==> src/logic/ctrl_pkg.sv <==
package ctrl_pkg;

  localparam int CTRL_W = 19;

  // field low bits
  localparam int X_SEL  = 0;
  localparam int IMM_LO = 1;
  localparam int JMP_LO = 3;   // 3 is_jump, 4 imm_form
  localparam int EX_LO  = 5;
  localparam int MEM_LO = 12;
  localparam int WB_LO  = 14;
  localparam int OPC_LO = 17;  // 17 has_ry, 18 has_rx

  localparam int EX_W  = 7;
  localparam int MEM_W = 2;
  localparam int WB_W  = 3;
  localparam int JMP_W = 2;
  localparam int OPC_W = 2;

  // single bits inside the ex, mem and wb fields
  localparam int EX_PF_OR_I  = 5;
  localparam int EX_ALU_LO   = 6;
  localparam int ALU_W       = 4;
  localparam int EX_SRC2_IMM = 10;
  localparam int EX_LINK     = 11;
  localparam int MEM_READ    = 12;
  localparam int MEM_WRITE   = 13;
  localparam int WB_REG_MEM  = 14;
  localparam int WB_RW_P     = 15;
  localparam int WB_RW_R     = 16;

  localparam logic [ALU_W-1:0] alu_add  = 4'd1;
  localparam logic [ALU_W-1:0] alu_sub  = 4'd2;
  localparam logic [ALU_W-1:0] alu_mul  = 4'd3;
  localparam logic [ALU_W-1:0] alu_div  = 4'd4;
  localparam logic [ALU_W-1:0] alu_mod  = 4'd5;
  localparam logic [ALU_W-1:0] alu_shl  = 4'd6;
  localparam logic [ALU_W-1:0] alu_shr  = 4'd7;
  localparam logic [ALU_W-1:0] alu_and  = 4'd8;
  localparam logic [ALU_W-1:0] alu_or   = 4'd9;
  localparam logic [ALU_W-1:0] alu_xor  = 4'd10;
  localparam logic [ALU_W-1:0] alu_neg  = 4'd11;
  localparam logic [ALU_W-1:0] alu_not  = 4'd12;
  localparam logic [ALU_W-1:0] alu_ldi  = 4'd13;
  localparam logic [ALU_W-1:0] alu_link = 4'd14;

endpackage

==> src/logic/isa_pkg.sv <==
package isa_pkg;

  localparam int INST_W = 32;
  localparam int REG_ID_W = 4, PREG_ID_W = 2;
  localparam int NUM_GREGS = 16, NUM_PREGS = 4;

  // memory
  localparam logic [5:0] op_ld     = 6'h23;
  localparam logic [5:0] op_st     = 6'h24;
  // predicate logic
  localparam logic [5:0] op_andp   = 6'h27;
  localparam logic [5:0] op_orp    = 6'h28;
  localparam logic [5:0] op_xorp   = 6'h29;
  localparam logic [5:0] op_notp   = 6'h2a;
  // value tests
  localparam logic [5:0] op_rtop   = 6'h26;
  localparam logic [5:0] op_isneg  = 6'h2b;
  localparam logic [5:0] op_iszero = 6'h2c;
  // immediate alu
  localparam logic [5:0] op_ldi    = 6'h25;
  localparam logic [5:0] op_addi   = 6'h14;
  localparam logic [5:0] op_subi   = 6'h15;
  localparam logic [5:0] op_muli   = 6'h16;
  localparam logic [5:0] op_divi   = 6'h17;
  localparam logic [5:0] op_modi   = 6'h18;
  localparam logic [5:0] op_shli   = 6'h19;
  localparam logic [5:0] op_shri   = 6'h1a;
  localparam logic [5:0] op_andi   = 6'h11;
  localparam logic [5:0] op_ori    = 6'h12;
  localparam logic [5:0] op_xori   = 6'h13;
  // register alu
  localparam logic [5:0] op_and    = 6'h07;
  localparam logic [5:0] op_or     = 6'h08;
  localparam logic [5:0] op_xor    = 6'h09;
  localparam logic [5:0] op_add    = 6'h0a;
  localparam logic [5:0] op_sub    = 6'h0b;
  localparam logic [5:0] op_mul    = 6'h0c;
  localparam logic [5:0] op_div    = 6'h0d;
  localparam logic [5:0] op_mod    = 6'h0e;
  localparam logic [5:0] op_shl    = 6'h0f;
  localparam logic [5:0] op_shr    = 6'h10;
  localparam logic [5:0] op_neg    = 6'h05;
  localparam logic [5:0] op_not    = 6'h06;
  // control flow
  localparam logic [5:0] op_jmpi   = 6'h1d;
  localparam logic [5:0] op_jmpr   = 6'h1e;
  localparam logic [5:0] op_jali   = 6'h1b;
  localparam logic [5:0] op_jalr   = 6'h1c;

  typedef enum logic [1:0] {
    imm_none = 2'b00,
    imm_s15  = 2'b01,
    imm_s23  = 2'b10,
    imm_s19  = 2'b11
  } imm_kind_e;

  typedef struct packed {
    logic                 pset;
    logic [PREG_ID_W-1:0] pid;
    logic [5:0]           opcode;
    logic [REG_ID_W-1:0]  rz;
    logic [REG_ID_W-1:0]  ry;
    logic [REG_ID_W-1:0]  rx;
    logic [10:0]          spare;
  } inst_reg_t;

  typedef struct packed {
    logic                 pset;
    logic [PREG_ID_W-1:0] pid;
    logic [5:0]           opcode;
    logic [INST_W-10:0]   imm23;  // bits 22:0
  } inst_imm_t;

  typedef union packed {
    inst_reg_t r;
    inst_imm_t i;
  } inst_word_u;

endpackage

==> src/logic/ctrl_decode.sv <==
module ctrl_decode
(
  input  logic [5:0]                  opcode,
  output logic [ctrl_pkg::CTRL_W-1:0] ctrl
);
  import isa_pkg::*;
  import ctrl_pkg::*;

  function automatic logic [ALU_W-1:0] alu_of(input logic [5:0] op);
    case (op)
      op_ld, op_st, op_add, op_addi: alu_of = alu_add;
      op_sub, op_subi:               alu_of = alu_sub;
      op_mul, op_muli:               alu_of = alu_mul;
      op_div, op_divi:               alu_of = alu_div;
      op_mod, op_modi:               alu_of = alu_mod;
      op_shl, op_shli:               alu_of = alu_shl;
      op_shr, op_shri:               alu_of = alu_shr;
      op_and, op_andi:               alu_of = alu_and;
      op_or, op_ori:                 alu_of = alu_or;
      op_xor, op_xori:               alu_of = alu_xor;
      op_neg:                        alu_of = alu_neg;
      op_not:                        alu_of = alu_not;
      op_ldi:                        alu_of = alu_ldi;
      op_jali, op_jalr:              alu_of = alu_link;
      op_andp:                       alu_of = 4'd1;  // pred ops share 1..4
      op_orp:                        alu_of = 4'd2;
      op_xorp:                       alu_of = 4'd3;
      op_notp:                       alu_of = 4'd4;
      op_rtop:                       alu_of = 4'd5;  // value tests on 5..7
      op_isneg:                      alu_of = 4'd6;
      op_iszero:                     alu_of = 4'd7;
      default:                       alu_of = '0;
    endcase
  endfunction

  always_comb
  begin
    ctrl = '0;
    ctrl[EX_ALU_LO +: ALU_W] = alu_of(opcode);
    case (opcode)
      op_ld:
      begin
        ctrl[OPC_LO +: OPC_W] = 2'b01;
        ctrl[WB_REG_MEM]      = 1'b1;
        ctrl[WB_RW_R]         = 1'b1;
        ctrl[MEM_READ]        = 1'b1;
        ctrl[EX_PF_OR_I]      = 1'b1;
        ctrl[EX_SRC2_IMM]     = 1'b1;
        ctrl[IMM_LO +: 2]     = imm_s15;
      end
      op_st:
      begin
        ctrl[OPC_LO +: OPC_W] = 2'b11;
        ctrl[MEM_WRITE]       = 1'b1;
        ctrl[EX_PF_OR_I]      = 1'b1;
        ctrl[EX_SRC2_IMM]     = 1'b1;
        ctrl[IMM_LO +: 2]     = imm_s15;
        ctrl[X_SEL]           = 1'b1;  // store data sits in rz
      end
      op_andp, op_orp, op_xorp, op_notp:
        ctrl[WB_RW_P] = 1'b1;
      op_rtop, op_isneg, op_iszero:
      begin
        ctrl[OPC_LO +: OPC_W] = 2'b01;
        ctrl[WB_RW_P]         = 1'b1;
      end
      op_ldi:
      begin
        ctrl[WB_RW_R]     = 1'b1;
        ctrl[EX_PF_OR_I]  = 1'b1;
        ctrl[EX_SRC2_IMM] = 1'b1;
        ctrl[IMM_LO +: 2] = imm_s19;
      end
      op_addi, op_subi, op_muli, op_divi, op_modi, op_shli, op_shri,
      op_andi, op_ori, op_xori:
      begin
        ctrl[OPC_LO +: OPC_W] = 2'b01;
        ctrl[WB_RW_R]         = 1'b1;
        ctrl[EX_PF_OR_I]      = 1'b1;
        ctrl[EX_SRC2_IMM]     = 1'b1;
        ctrl[IMM_LO +: 2]     = imm_s15;
      end
      op_add, op_sub, op_mul, op_div, op_mod, op_shl, op_shr,
      op_and, op_or, op_xor:
      begin
        ctrl[OPC_LO +: OPC_W] = 2'b11;
        ctrl[WB_RW_R]         = 1'b1;
        ctrl[EX_PF_OR_I]      = 1'b1;
      end
      op_neg, op_not:
      begin
        ctrl[OPC_LO +: OPC_W] = 2'b01;
        ctrl[WB_RW_R]         = 1'b1;
        ctrl[EX_PF_OR_I]      = 1'b1;
      end
      op_jmpi:
      begin
        ctrl[JMP_LO +: JMP_W] = 2'b11;
        ctrl[IMM_LO +: 2]     = imm_s23;
      end
      op_jmpr:
      begin
        ctrl[OPC_LO +: OPC_W] = 2'b10;
        ctrl[JMP_LO +: JMP_W] = 2'b01;
        ctrl[X_SEL]           = 1'b1;  // target reg in rz slot
      end
      op_jali, op_jalr:
      begin
        ctrl[WB_RW_R]    = 1'b1;
        ctrl[EX_LINK]    = 1'b1;
        ctrl[EX_PF_OR_I] = 1'b1;
        if (opcode == op_jali)
        begin
          ctrl[JMP_LO +: JMP_W] = 2'b11;
          ctrl[IMM_LO +: 2]     = imm_s19;
        end
        else
        begin
          ctrl[OPC_LO +: OPC_W] = 2'b10;
          ctrl[JMP_LO +: JMP_W] = 2'b01;
        end
      end
      default:
        ctrl = '0;  // float and unknown opcodes run as nop
    endcase
  end

endmodule

==> src/logic/decode_stage.sv <==
module decode_stage #(
  parameter int DATA_W = 32
)
(
  input  logic                          clk,
  input  logic                          rst,
  input  logic                          in_req,
  input  isa_pkg::inst_word_u           in_inst,
  input  logic [DATA_W-1:0]             in_pc_n,
  input  logic                          out_ack,
  input  logic                          wb_greg_en,
  input  logic [isa_pkg::REG_ID_W-1:0]  wb_greg_id,
  input  logic [DATA_W-1:0]             wb_greg_data,
  input  logic                          wb_preg_en,
  input  logic [isa_pkg::PREG_ID_W-1:0] wb_preg_id,
  input  logic                          wb_preg_data,
  output logic                          in_ack,
  output logic                          out_req,
  output logic [ctrl_pkg::EX_W-1:0]     out_ex,
  output logic [ctrl_pkg::MEM_W-1:0]    out_mem,
  output logic [ctrl_pkg::WB_W-1:0]     out_wb,
  output logic [ctrl_pkg::JMP_W-1:0]    out_jmp,
  output logic [ctrl_pkg::OPC_W-1:0]    out_opc_type,
  output logic [DATA_W-1:0]             out_rx,
  output logic [DATA_W-1:0]             out_ry,
  output logic                          out_px,
  output logic                          out_py,
  output logic                          out_pval,
  output logic [isa_pkg::REG_ID_W-1:0]  out_rz_id,
  output logic [isa_pkg::REG_ID_W-1:0]  out_x_id,
  output logic [isa_pkg::REG_ID_W-1:0]  out_y_id,
  output logic [DATA_W-1:0]             out_imm,
  output logic [DATA_W-1:0]             out_jmp_target
);
  import isa_pkg::*;
  import ctrl_pkg::*;

  logic                lat_valid;
  logic                lat_take;
  inst_word_u          lat_inst;
  logic [DATA_W-1:0]   lat_pc_n;
  logic [CTRL_W-1:0]   ctrl;
  imm_kind_e           kind;
  logic [EX_W-1:0]     ex;
  logic [MEM_W-1:0]    mem;
  logic [WB_W-1:0]     wb;
  logic [JMP_W-1:0]    jmp;
  logic [OPC_W-1:0]    opc_type;
  logic [DATA_W-1:0]   rx;
  logic [DATA_W-1:0]   ry;
  logic                px;
  logic                py;
  logic                pval;
  logic [REG_ID_W-1:0] rz_id;
  logic [REG_ID_W-1:0] x_id;
  logic [REG_ID_W-1:0] y_id;
  logic [DATA_W-1:0]   imm;
  logic [DATA_W-1:0]   jmp_target;

  assign kind     = imm_kind_e'(ctrl[IMM_LO +: $bits(imm_kind_e)]);
  assign ex       = ctrl[EX_LO +: EX_W];
  assign mem      = ctrl[MEM_LO +: MEM_W];
  assign wb       = ctrl[WB_LO +: WB_W];
  assign jmp      = ctrl[JMP_LO +: JMP_W];
  assign opc_type = ctrl[OPC_LO +: OPC_W];
  assign rz_id    = lat_inst.r.rz;

  inst_latch #(.DATA_W(DATA_W)) u_inst_latch (.*);

  ctrl_decode u_ctrl_decode (
    .opcode (lat_inst.r.opcode),
    .ctrl   (ctrl)
  );

  reg_read #(.DATA_W(DATA_W)) u_reg_read (
    .*,
    .inst  (lat_inst),
    .x_sel (ctrl[X_SEL])
  );

  imm_gen #(.DATA_W(DATA_W)) u_imm_gen (
    .inst       (lat_inst),
    .kind       (kind),
    .pc_n       (lat_pc_n),
    .imm        (imm),
    .jmp_target (jmp_target)
  );

  issue_reg #(.DATA_W(DATA_W)) u_issue_reg (.*);

endmodule

==> src/logic/imm_gen.sv <==
module imm_gen #(
  parameter int DATA_W = 32
)
(
  input  isa_pkg::inst_word_u inst,
  input  isa_pkg::imm_kind_e  kind,
  input  logic [DATA_W-1:0]   pc_n,
  output logic [DATA_W-1:0]   imm,
  output logic [DATA_W-1:0]   jmp_target
);
  import isa_pkg::*;

  always_comb
  begin
    case (kind)
      imm_s15: imm = {{(DATA_W-15){inst.i.imm23[14]}}, inst.i.imm23[14:0]};
      imm_s19: imm = {{(DATA_W-19){inst.i.imm23[18]}}, inst.i.imm23[18:0]};
      imm_s23: imm = {{(DATA_W-23){inst.i.imm23[22]}}, inst.i.imm23[22:0]};
      default: imm = '0;
    endcase
  end

  assign jmp_target = pc_n + imm;  // wraps

endmodule

==> src/logic/inst_latch.sv <==
module inst_latch #(
  parameter int DATA_W = 32
)
(
  input  logic                clk,
  input  logic                rst,
  input  logic                in_req,
  input  isa_pkg::inst_word_u in_inst,
  input  logic [DATA_W-1:0]   in_pc_n,
  input  logic                lat_take,
  output logic                in_ack,
  output logic                lat_valid,
  output isa_pkg::inst_word_u lat_inst,
  output logic [DATA_W-1:0]   lat_pc_n
);

  logic capture;

  // new word only when empty and the last handshake has closed
  assign capture = in_req && !in_ack && !lat_valid;

  always_ff @(posedge clk)
  begin
    if (rst)
    begin
      in_ack    <= 1'b0;
      lat_valid <= 1'b0;
    end
    else if (capture)
    begin
      in_ack    <= 1'b1;
      lat_valid <= 1'b1;
    end
    else
    begin
      if (!in_req)
        in_ack <= 1'b0;     // req dropped, finish four-phase
      if (lat_take)
        lat_valid <= 1'b0;  // issue reg took it
    end
  end

  always_ff @(posedge clk)
  begin
    if (capture)
    begin
      lat_inst <= in_inst;
      lat_pc_n <= in_pc_n;
    end
  end

endmodule

==> src/logic/issue_reg.sv <==
module issue_reg #(
  parameter int DATA_W = 32
)
(
  input  logic                         clk,
  input  logic                         rst,
  input  logic                         lat_valid,
  input  logic                         out_ack,
  input  logic [ctrl_pkg::EX_W-1:0]    ex,
  input  logic [ctrl_pkg::MEM_W-1:0]   mem,
  input  logic [ctrl_pkg::WB_W-1:0]    wb,
  input  logic [ctrl_pkg::JMP_W-1:0]   jmp,
  input  logic [ctrl_pkg::OPC_W-1:0]   opc_type,
  input  logic [DATA_W-1:0]            rx,
  input  logic [DATA_W-1:0]            ry,
  input  logic                         px,
  input  logic                         py,
  input  logic                         pval,
  input  logic [isa_pkg::REG_ID_W-1:0] rz_id,
  input  logic [isa_pkg::REG_ID_W-1:0] x_id,
  input  logic [isa_pkg::REG_ID_W-1:0] y_id,
  input  logic [DATA_W-1:0]            imm,
  input  logic [DATA_W-1:0]            jmp_target,
  output logic                         lat_take,
  output logic                         out_req,
  output logic [ctrl_pkg::EX_W-1:0]    out_ex,
  output logic [ctrl_pkg::MEM_W-1:0]   out_mem,
  output logic [ctrl_pkg::WB_W-1:0]    out_wb,
  output logic [ctrl_pkg::JMP_W-1:0]   out_jmp,
  output logic [ctrl_pkg::OPC_W-1:0]   out_opc_type,
  output logic [DATA_W-1:0]            out_rx,
  output logic [DATA_W-1:0]            out_ry,
  output logic                         out_px,
  output logic                         out_py,
  output logic                         out_pval,
  output logic [isa_pkg::REG_ID_W-1:0] out_rz_id,
  output logic [isa_pkg::REG_ID_W-1:0] out_x_id,
  output logic [isa_pkg::REG_ID_W-1:0] out_y_id,
  output logic [DATA_W-1:0]            out_imm,
  output logic [DATA_W-1:0]            out_jmp_target
);

  logic full;

  assign lat_take = lat_valid && !full;  // high for the single load cycle

  always_ff @(posedge clk)
  begin
    if (rst)
    begin
      full    <= 1'b0;
      out_req <= 1'b0;
    end
    else if (lat_take)
    begin
      full    <= 1'b1;
      out_req <= 1'b1;
    end
    else if (out_req && out_ack)
      out_req <= 1'b0;
    else if (full && !out_req && !out_ack)
      full <= 1'b0;  // execute released ack
  end

  always_ff @(posedge clk)
  begin
    if (lat_take)
    begin
      out_ex         <= ex;
      out_mem        <= mem;
      out_wb         <= wb;
      out_jmp        <= jmp;
      out_opc_type   <= opc_type;
      out_rx         <= rx;
      out_ry         <= ry;
      out_px         <= px;
      out_py         <= py;
      out_pval       <= pval;
      out_rz_id      <= rz_id;
      out_x_id       <= x_id;
      out_y_id       <= y_id;
      out_imm        <= imm;
      out_jmp_target <= jmp_target;
    end
  end

endmodule

==> src/logic/reg_read.sv <==
module reg_read #(
  parameter int DATA_W = 32
)
(
  input  logic                          clk,
  input  logic                          rst,
  input  isa_pkg::inst_word_u           inst,
  input  logic                          x_sel,
  input  logic                          wb_greg_en,
  input  logic [isa_pkg::REG_ID_W-1:0]  wb_greg_id,
  input  logic [DATA_W-1:0]             wb_greg_data,
  input  logic                          wb_preg_en,
  input  logic [isa_pkg::PREG_ID_W-1:0] wb_preg_id,
  input  logic                          wb_preg_data,
  output logic [DATA_W-1:0]             rx,
  output logic [DATA_W-1:0]             ry,
  output logic                          px,
  output logic                          py,
  output logic                          pval,
  output logic [isa_pkg::REG_ID_W-1:0]  x_id,
  output logic [isa_pkg::REG_ID_W-1:0]  y_id
);
  import isa_pkg::*;

  logic [DATA_W-1:0]    gregs [NUM_GREGS];
  logic [NUM_PREGS-1:0] pregs;

  always_ff @(posedge clk)
  begin
    if (rst)
    begin
      for (int i = 0; i < NUM_GREGS; i++)
        gregs[i] <= DATA_W'(i);       // r<i> starts at i
      pregs <= NUM_PREGS'(2'b11);   // only p0 and p1 start true
    end
    else
    begin
      if (wb_greg_en)
        gregs[wb_greg_id] <= wb_greg_data;
      if (wb_preg_en)
        pregs[wb_preg_id] <= wb_preg_data;
    end
  end

  assign x_id = x_sel ? inst.r.rz : inst.r.rx;
  assign y_id = inst.r.ry;

  // no bypass, a same-edge write shows up next cycle
  assign rx = gregs[x_id];
  assign ry = gregs[y_id];
  assign px = pregs[x_id[PREG_ID_W-1:0]];
  assign py = pregs[y_id[PREG_ID_W-1:0]];

  assign pval = inst.r.pset ? pregs[inst.r.pid] : 1'b1;  // unguarded runs

endmodule

==> config.mk <==
export PLATFORM = sky130hd
export DESIGN_NAME = decode_stage
export DESIGN_NICKNAME = d
export VERILOG_FILES = /design/src/logic/ctrl_pkg.sv /design/src/logic/isa_pkg.sv /design/src/logic/ctrl_decode.sv /design/src/logic/decode_stage.sv /design/src/logic/imm_gen.sv /design/src/logic/inst_latch.sv /design/src/logic/issue_reg.sv /design/src/logic/reg_read.sv
export SDC_FILE = /design/constraint.sdc
export NUM_CORES = 1
export LEC_CHECK = 0
export BUFFER_PORTS_ARGS = -buffer_cell sky130_fd_sc_hd__buf_2
export CAP_MARGIN = 0
export CORE_AREA = 2 2 314 254
export CTS_CLUSTER_SIZE = 40
export DETAILED_ROUTE_END_ITERATION = 7
export DIE_AREA = 0 0 316 256
export GPL_ROUTABILITY_DRIVEN = 0
export PLACE_DENSITY = 0.67
export SLEW_MARGIN = 0
export SYNTH_ARGS = -nofsm -noshare
export SYNTH_HDL_FRONTEND = slang
export SYNTH_SLANG_ARGS = --single-unit
==> constraint.sdc <==
create_clock -name clk -period 6.9 [get_ports clk]
set_clock_uncertainty 0.15 [all_clocks]
set_input_delay 0 -clock clk [delete_from_list [all_inputs] [get_ports clk]]
set_output_delay 0 -clock clk [all_outputs]
set_load 0.03 [all_outputs]
==> flow_metrics.env, run 1 <==
export IMPL_reg2reg_from="u_inst_latch.lat_inst[25]"
export IMPL_min_period_ns=5.581
export IMPL_initial_core_util_pct=47.47
export IMPL_hp_class="primary input to flip-flop"
export IMPL_syn_nets=3163
export IMPL_ir_drop_mv=0.1653
export IMPL_vias_per_cell=6.166
export IMPL_endpoint_kind="flip-flop"
export IMPL_fin_crit_sh_pct=80.89
export IMPL_yosys_warnings=0
export IMPL_synth_simple_gate_area_share_pct=20.81
export IMPL_synth_area_leader_cell="edfxtp_1"
export IMPL_die_y_um=256
export IMPL_layout_common_cells="edfxtp_1, nand2_1, and2_1"
export IMPL_crit_end="u_issue_reg.out_jmp_target[30]"
export IMPL_powerDensity_nw_per_um2=253.3
export IMPL_worstSetupPathType="flip-flop to flip-flop"
export IMPL_cts_sinks=733
export IMPL_hpwl_um=62180
export IMPL_io_buffers=269
export IMPL_ys_ff_latch=733
export IMPL_synth_cell_types=72
export IMPL_synth_edff_count=725
export IMPL_crit_start="u_inst_latch.lat_inst[25]"
export IMPL_cts_tree="built"
export IMPL_synth_top_area_share_pct=58.85
export IMPL_ant_nets=0
export IMPL_maxCapViolCount=0
export IMPL_worstPathArrival_ns=5.81
export IMPL_track_usage_pct=28.45
export IMPL_final_util_pct=55.69
export IMPL_grt_pass1_vias=27180
export IMPL_grt_pass1_wl_um=171100
export IMPL_rsz0062_at_grt="no"
export IMPL_leakage_nw=16.12
export IMPL_clk_pin_slew_ns=0.06
export IMPL_core_area_um2=77930
export IMPL_cts_buffers_inserted=77
export IMPL_wire_per_inst_um=26.25
export IMPL_ys_flop_type="edfxtp_1"
export IMPL_syn_area_per_cell_um2=12.26
export IMPL_holdBufCountCts=179
export IMPL_die_width_um=316
export IMPL_required_ns=7.12
export IMPL_synthMuxAreaShare_pct=10.25
export IMPL_fin_nets=3479
export IMPL_final_common_cell="edfxtp_1"
export IMPL_startpoint_type="flip-flop"
export IMPL_htree_levels=3
export IMPL_synth_xor_area_share_pct=0.6629
export IMPL_wl_um=116200
export IMPL_synth_top_family_by_area="simple AND/OR/NAND/NOR gates"
export IMPL_synthAdderAreaFrac_pct=1.238
export IMPL_num_fill_cells=6282
export IMPL_min_from="out_ack"
export IMPL_synthesis_area_um2=37000
export IMPL_fmax_mhz=179.2
export IMPL_worst_pin_slew_ns=1.144
export IMPL_io_pins=270
export IMPL_synth_area_leaders="edfxtp_1, mux4_2, and2_1"
export IMPL_rr_worst_depth=16
export IMPL_async_reset_ff_share_pct=0
export IMPL_ctsResizeCount=0
export IMPL_grt_max_degree=198
export IMPL_reg2reg_slack_ns=1.32
export IMPL_synth_compound_area_share_pct=4.626
export IMPL_postSynthCellCount=3018
export IMPL_insertion_delay_ns=0.64
export IMPL_path_max_fanout=27
export IMPL_timing_hold_violations_final=0
export IMPL_multi_input_area_um2=14010
export IMPL_setup_tns_ns=0
export IMPL_slew_headroom_pct=21.56
export IMPL_area_growth_pct=17.31
export IMPL_firstDrtPassIters=7
export IMPL_regArea_um2=21930
export IMPL_setup_violations=0
export IMPL_finalMaxSlewViolations=0
export IMPL_gr_total_overflow=0
export IMPL_rows=92
export IMPL_via_count=27300
export IMPL_antenna_found_initial=5
export IMPL_clock_root_buffer="clkbuf_16"
export IMPL_die_area_um2=80900
export IMPL_ys_seq_area_share_pct=59.28
export IMPL_rr_endpoint="u_issue_reg.out_jmp_target[30]"
export IMPL_status="complete, no violations"
export IMPL_remaining_drc_errors=0
export IMPL_drive_gt1_share_pct=18.80
export IMPL_initialDrtViolationCount=3437
export IMPL_post_cts_buffers=0
export IMPL_cts_buffer_depth=3
[cells by family after synthesis]
logic type | Yosys count
AO/OA/AOI/OAI | 238
XOR/XNOR | 28
adder cells (fa/ha/maj) | 36
buffers and inverters | 284
flip-flops | 733
multiplexers | 176
AND/OR/NAND/NOR | 1523
[cells in the mapped netlist (22+ instances only)]
| cell type | number |
|---|---|
| ha_1 | 35 |
| inv_1 | 22 |
| o21ai_0 | 27 |
| nand2_1 | 550 |
| xnor2_1 | 23 |
| a311oi_1 | 66 |
| or3_1 | 30 |
| nor2_1 | 53 |
| and2_1 | 495 |
| mux4_2 | 162 |
| nand3_1 | 268 |
| edfxtp_1 | 725 |
| and3_1 | 40 |
| a31oi_1 | 40 |
| a21oi_1 | 34 |
| clkbuf_1 | 184 |
| buf_1 | 26 |
| buf_2 | 38 |
[through the flow]
step / power, W / hold slack, ns / instances / cell area, um^2 / setup slack (ns)
floorplan: 0.006335 / -0.05113 / 3018 / 37000 / 0.9773
global placement: 0.006770 / 0.02715 / 4110 / 39130 / 1.663
detailed placement: 0.006824 / 0.02846 / 4110 / 39130 / 1.429
CTS: 0.01102 / 0.06270 / 4422 / 43390 / 1.415
global route: 0.01133 / 0.1341 / 4423 / 43390 / 1.004
finish: 0.01099 / 0.08609 / 4427 / 43400 / 1.319
[metal layers]
metal	vias to the layer above	track usage, %	part of all wire [%]
li1	11640	-	-
met1	13480	37.56	37
met2	1830	46.68	48
met3	347	5.064	11
met4	4	11.36	4.0
met5	-	0	0.022
[sequential cells by signal, summed over array words and instances, names as in the netlist, 2 cells and up]
name,flops
u_inst_latch.lat_inst,32
u_issue_reg.out_rz_id,4
u_issue_reg.out_y_id,4
u_issue_reg.out_jmp,2
u_inst_latch.lat_pc_n,32
u_issue_reg.out_x_id,4
u_issue_reg.out_wb,3
u_issue_reg.out_rx,32
u_issue_reg.out_ry,32
u_issue_reg.out_opc_type,2
u_reg_read.gregs,512
u_issue_reg.out_ex,7
u_issue_reg.out_jmp_target,32
u_reg_read.pregs,4
u_issue_reg.out_imm,23
[how the worst min path moves through the flow]
stage	endpoint	slack, ns	cells past startpoint
after CTS	u_issue_reg.full	0.06	4
after detailed placement	u_inst_latch.lat_pc_n[28]	0.03	1
final	u_issue_reg.full	0.09	4
after global routing	u_reg_read.gregs[3][0]	0.13	4
after floorplan	u_inst_latch.lat_inst[0]	-0.05	0
after global placement	u_inst_latch.lat_inst[29]	0.03	1
[where the power goes]
part           total (W)  internal (W)  switching, W
Clock            0.00415       0.00238       0.00177
Combinational    0.00151      0.000563      0.000943
Sequential       0.00534       0.00520      0.000138
[worst max-delay path: stages (launching register included)]
cell,delay [ns]
edfxtp_1,0.94
inv_1,0.33
a22oi_1,0.29
o211ai_2,0.13
or3_1,0.55
and2_1,0.28
ha_1,0.23
inv_1,0.08
fa_1,0.20
nor2b_1,0.07
o31a_1,0.28
o31ai_1,0.43
a31o_2,0.25
a211oi_1,0.14
a31o_1,0.29
or4_1,0.48
and4_1,0.19
[layout make-up]
type / instances / area share [%]
well taps: 1034 / 2.981
clock inverters: 34 / 0.7669
flip-flops and latches: 733 / 50.53
repair buffers: 497 / 8.251
multi-input cells: 2001 / 32.28
inverters: 24 / 0.2422
clock buffers: 99 / 4.921
diodes: 5 / 0.02883
(Power assumes the default switching activity.)
==> run 2: changes to the inputs <==
Clock period 6.9 ns to 5.7 ns, I/O delays scaled along.
==> run 2 against run 1 <==
Against the previous run:
- register-to-register slack lost 0.99 ns
- final cell count rose by 0.47%
- combinational power increased by 21%
- wire length shrank 2.3%
- non-clock buffer count grew 13
- critical endpoint unchanged
- largest cell class unchanged
==> flow_metrics.env, run 2 (synthesized netlist as in run 1, its figures left out) <==
export IMPL_power_w=0.01344
export IMPL_fin_nets=3492
export IMPL_io_pins=270
export IMPL_fmax_mhz=186.0
export IMPL_wl_um=113600
export IMPL_clock_root_buffer="clkbuf_16"
export IMPL_required_ns=5.92
export IMPL_startpoint_type="flip-flop"
export IMPL_wire_per_inst_um=25.54
export IMPL_min_period_ns=5.375
export IMPL_firstDrtPassIters=7
export IMPL_initialDrtViolationCount=3582
export IMPL_largest_reg_flops=512
export IMPL_io_buffers=269
export IMPL_die_y_um=256
export IMPL_clk_pin_slew_ns=0.06
export IMPL_grt_pass1_vias=26820
export IMPL_setup_tns_ns=0
export IMPL_max_stage_delay_ns=0.54
export IMPL_layout_common_cells="edfxtp_1, nand2_1, and2_1"
export IMPL_grt_pass1_wl_um=167800
export IMPL_vias_per_cell=6.099
export IMPL_drive_gt1_share_pct=18.88
export IMPL_gr_total_overflow=0
export IMPL_leakage_nw=16.22
export IMPL_status="complete, no violations"
export IMPL_initial_core_util_pct=47.47
export IMPL_antenna_found_initial=5
export IMPL_cts_tree="built"
export IMPL_area_growth_pct=17.84
export IMPL_reg2reg_slack_ns=0.32
export IMPL_via_count=27130
export IMPL_die_area_um2=80900
export IMPL_endpoint_kind="flip-flop"
export IMPL_holdWs_ns=0.05803
export IMPL_regMostFlops="u_reg_read.gregs"
export IMPL_dp_cells=4121
export IMPL_worstPathArrival_ns=5.59
export IMPL_grt_max_degree=191
export IMPL_layoutNonFillerInstCount=4448
export IMPL_worst_pin_slew_ns=1.027
export IMPL_hp_class="primary input to flip-flop"
export IMPL_path_delay_family="compound AO/OA/AOI/OAI gates"
export IMPL_setup_violations=0
export IMPL_cts_buffers_inserted=77
export IMPL_slowest_stage="or3_1"
export IMPL_rows=92
export IMPL_hpwl_um=61790
export IMPL_insertion_delay_ns=0.64
export IMPL_htree_levels=3
export IMPL_die_width_um=316
export IMPL_ir_drop_mv=0.2091
export IMPL_maxCapViolCount=0
export IMPL_reg2reg_from="u_inst_latch.lat_inst[23]"
export IMPL_final_common_cell="edfxtp_1"
export IMPL_finalMaxSlewViolations=0
export IMPL_path_max_fanout=16
export IMPL_timing_hold_violations_final=0
export IMPL_worstPathCellList="inv_1 -> ha_1 -> a211o_1 -> a22oi_1 -> o211ai_2 -> or3_1 -> and2_1 -> ha_1 -> inv_1 -> fa_1 -> nor2b_1 -> o31a_1 -> o31ai_1 -> a31o_2 -> a211oi_1 -> a31o_1 -> or4_1 -> and4_1"
export IMPL_slew_headroom_pct=31.56
export IMPL_ant_nets=0
export IMPL_hold_end="u_reg_read.gregs[2][1]"
export IMPL_worstSetupPathType="flip-flop to flip-flop"
export IMPL_min_from="wb_greg_id[2]"
export IMPL_critical_path_buf_inv_count=2
export IMPL_ctsResizeCount=0
export IMPL_core_area_um2=77930
export IMPL_rr_endpoint="u_issue_reg.out_jmp_target[30]"
export IMPL_cts_sinks=733
export IMPL_fin_crit_sh_pct=94.30
export IMPL_rsz0062_at_grt="no"
export IMPL_holdPathStages=3
export IMPL_remaining_drc_errors=0
export IMPL_powerDensity_nw_per_um2=308.3
export IMPL_track_usage_pct=27.75
export IMPL_rr_worst_depth=18
export IMPL_cts_buffer_depth=3
==> run 2: cell types whose count changed in the layout (fill, tap and decap cells not counted), sizes merged <==
cell,previous run,this run
inv,27,23
buf,318,329
bufinv,5,9
diode,5,3
clkbuf,99,96
dlygate4sd3,179,181
clkinv,22,35
==> run 2: power breakdown <==
group / switching (W) / total (W) / internal, W / leakage, nW
Sequential: 0.000164 / 0.00646 / 0.00630 / 6.98
Clock: 0.00216 / 0.00517 / 0.00301 / 1.24
Combinational: 0.00113 / 0.00182 / 0.000688 / 8.00
Total: 0.00345 / 0.0134 / 0.00999 / 16.2
==> run 2: final cells by class <==
class                           instances  area, um^2
Fill cell                            6256       34330
Sequential cell                       733       21930
Multi-Input combinational cell       2001       14010
Timing Repair Buffer                  510        3684
Clock buffer                           96        2083
Tap cell                             1034        1294
Clock inverter                         47       480.5
Inverter                               24       105.1
Antenna cell                            3       7.507
==> run 2: worst max path at each step <==
stage,depth (start not counted),to,slack (ns),startpoint
5_1_grt,18,u_issue_reg.out_jmp_target[30],0.08,u_inst_latch.lat_inst[24]
2_1_floorplan,19,u_issue_reg.out_jmp_target[30],1.14,u_inst_latch.lat_inst[23]
4_1_cts,18,u_issue_reg.out_jmp_target[30],0.31,u_inst_latch.lat_inst[23]
3_5_place_dp,18,u_issue_reg.out_jmp_target[30],0.31,u_inst_latch.lat_inst[23]
3_3_place_gp,18,u_issue_reg.out_jmp_target[30],0.53,u_inst_latch.lat_inst[23]
6_report,18,u_issue_reg.out_jmp_target[30],0.32,u_inst_latch.lat_inst[23]
==> run 2: worst register-to-register path: cells and delay by family (launching register included) <==
family	cells	cell delay (ns)
AOI/OAI and AO/OA	8	2.00
adders and majority gates	3	0.82
buffers and inverters	2	0.19
DFF	1	0.40
and+or+nand+nor	5	1.56
==> run 2: through the flow <==
step / setup WS (ns) / utilization [%] / cell area, um^2
after floorplan: 1.136 / - / 37000
after global placement: 0.5251 / 50.32 / 39220
after detailed placement: 0.3146 / 50.32 / 39220
after CTS: 0.3115 / 55.94 / 43590
after global routing: 0.08486 / 55.94 / 43590
final: 0.3246 / 55.95 / 43600
==> run 2: layer usage <==
layer	track usage [%]	routed length, um	part of all wire, %
met3	5.331	12020	11
met4	10.02	4042	3.6
met2	45.59	54550	48
met1	36.74	42960	38
met5	0	13	0.011
==> run 2: repair_timing <==
action	4_1_cts	5_1_grt
hold endpoints to repair	584	0
setup buffers	0	0
hold buffers	181	0
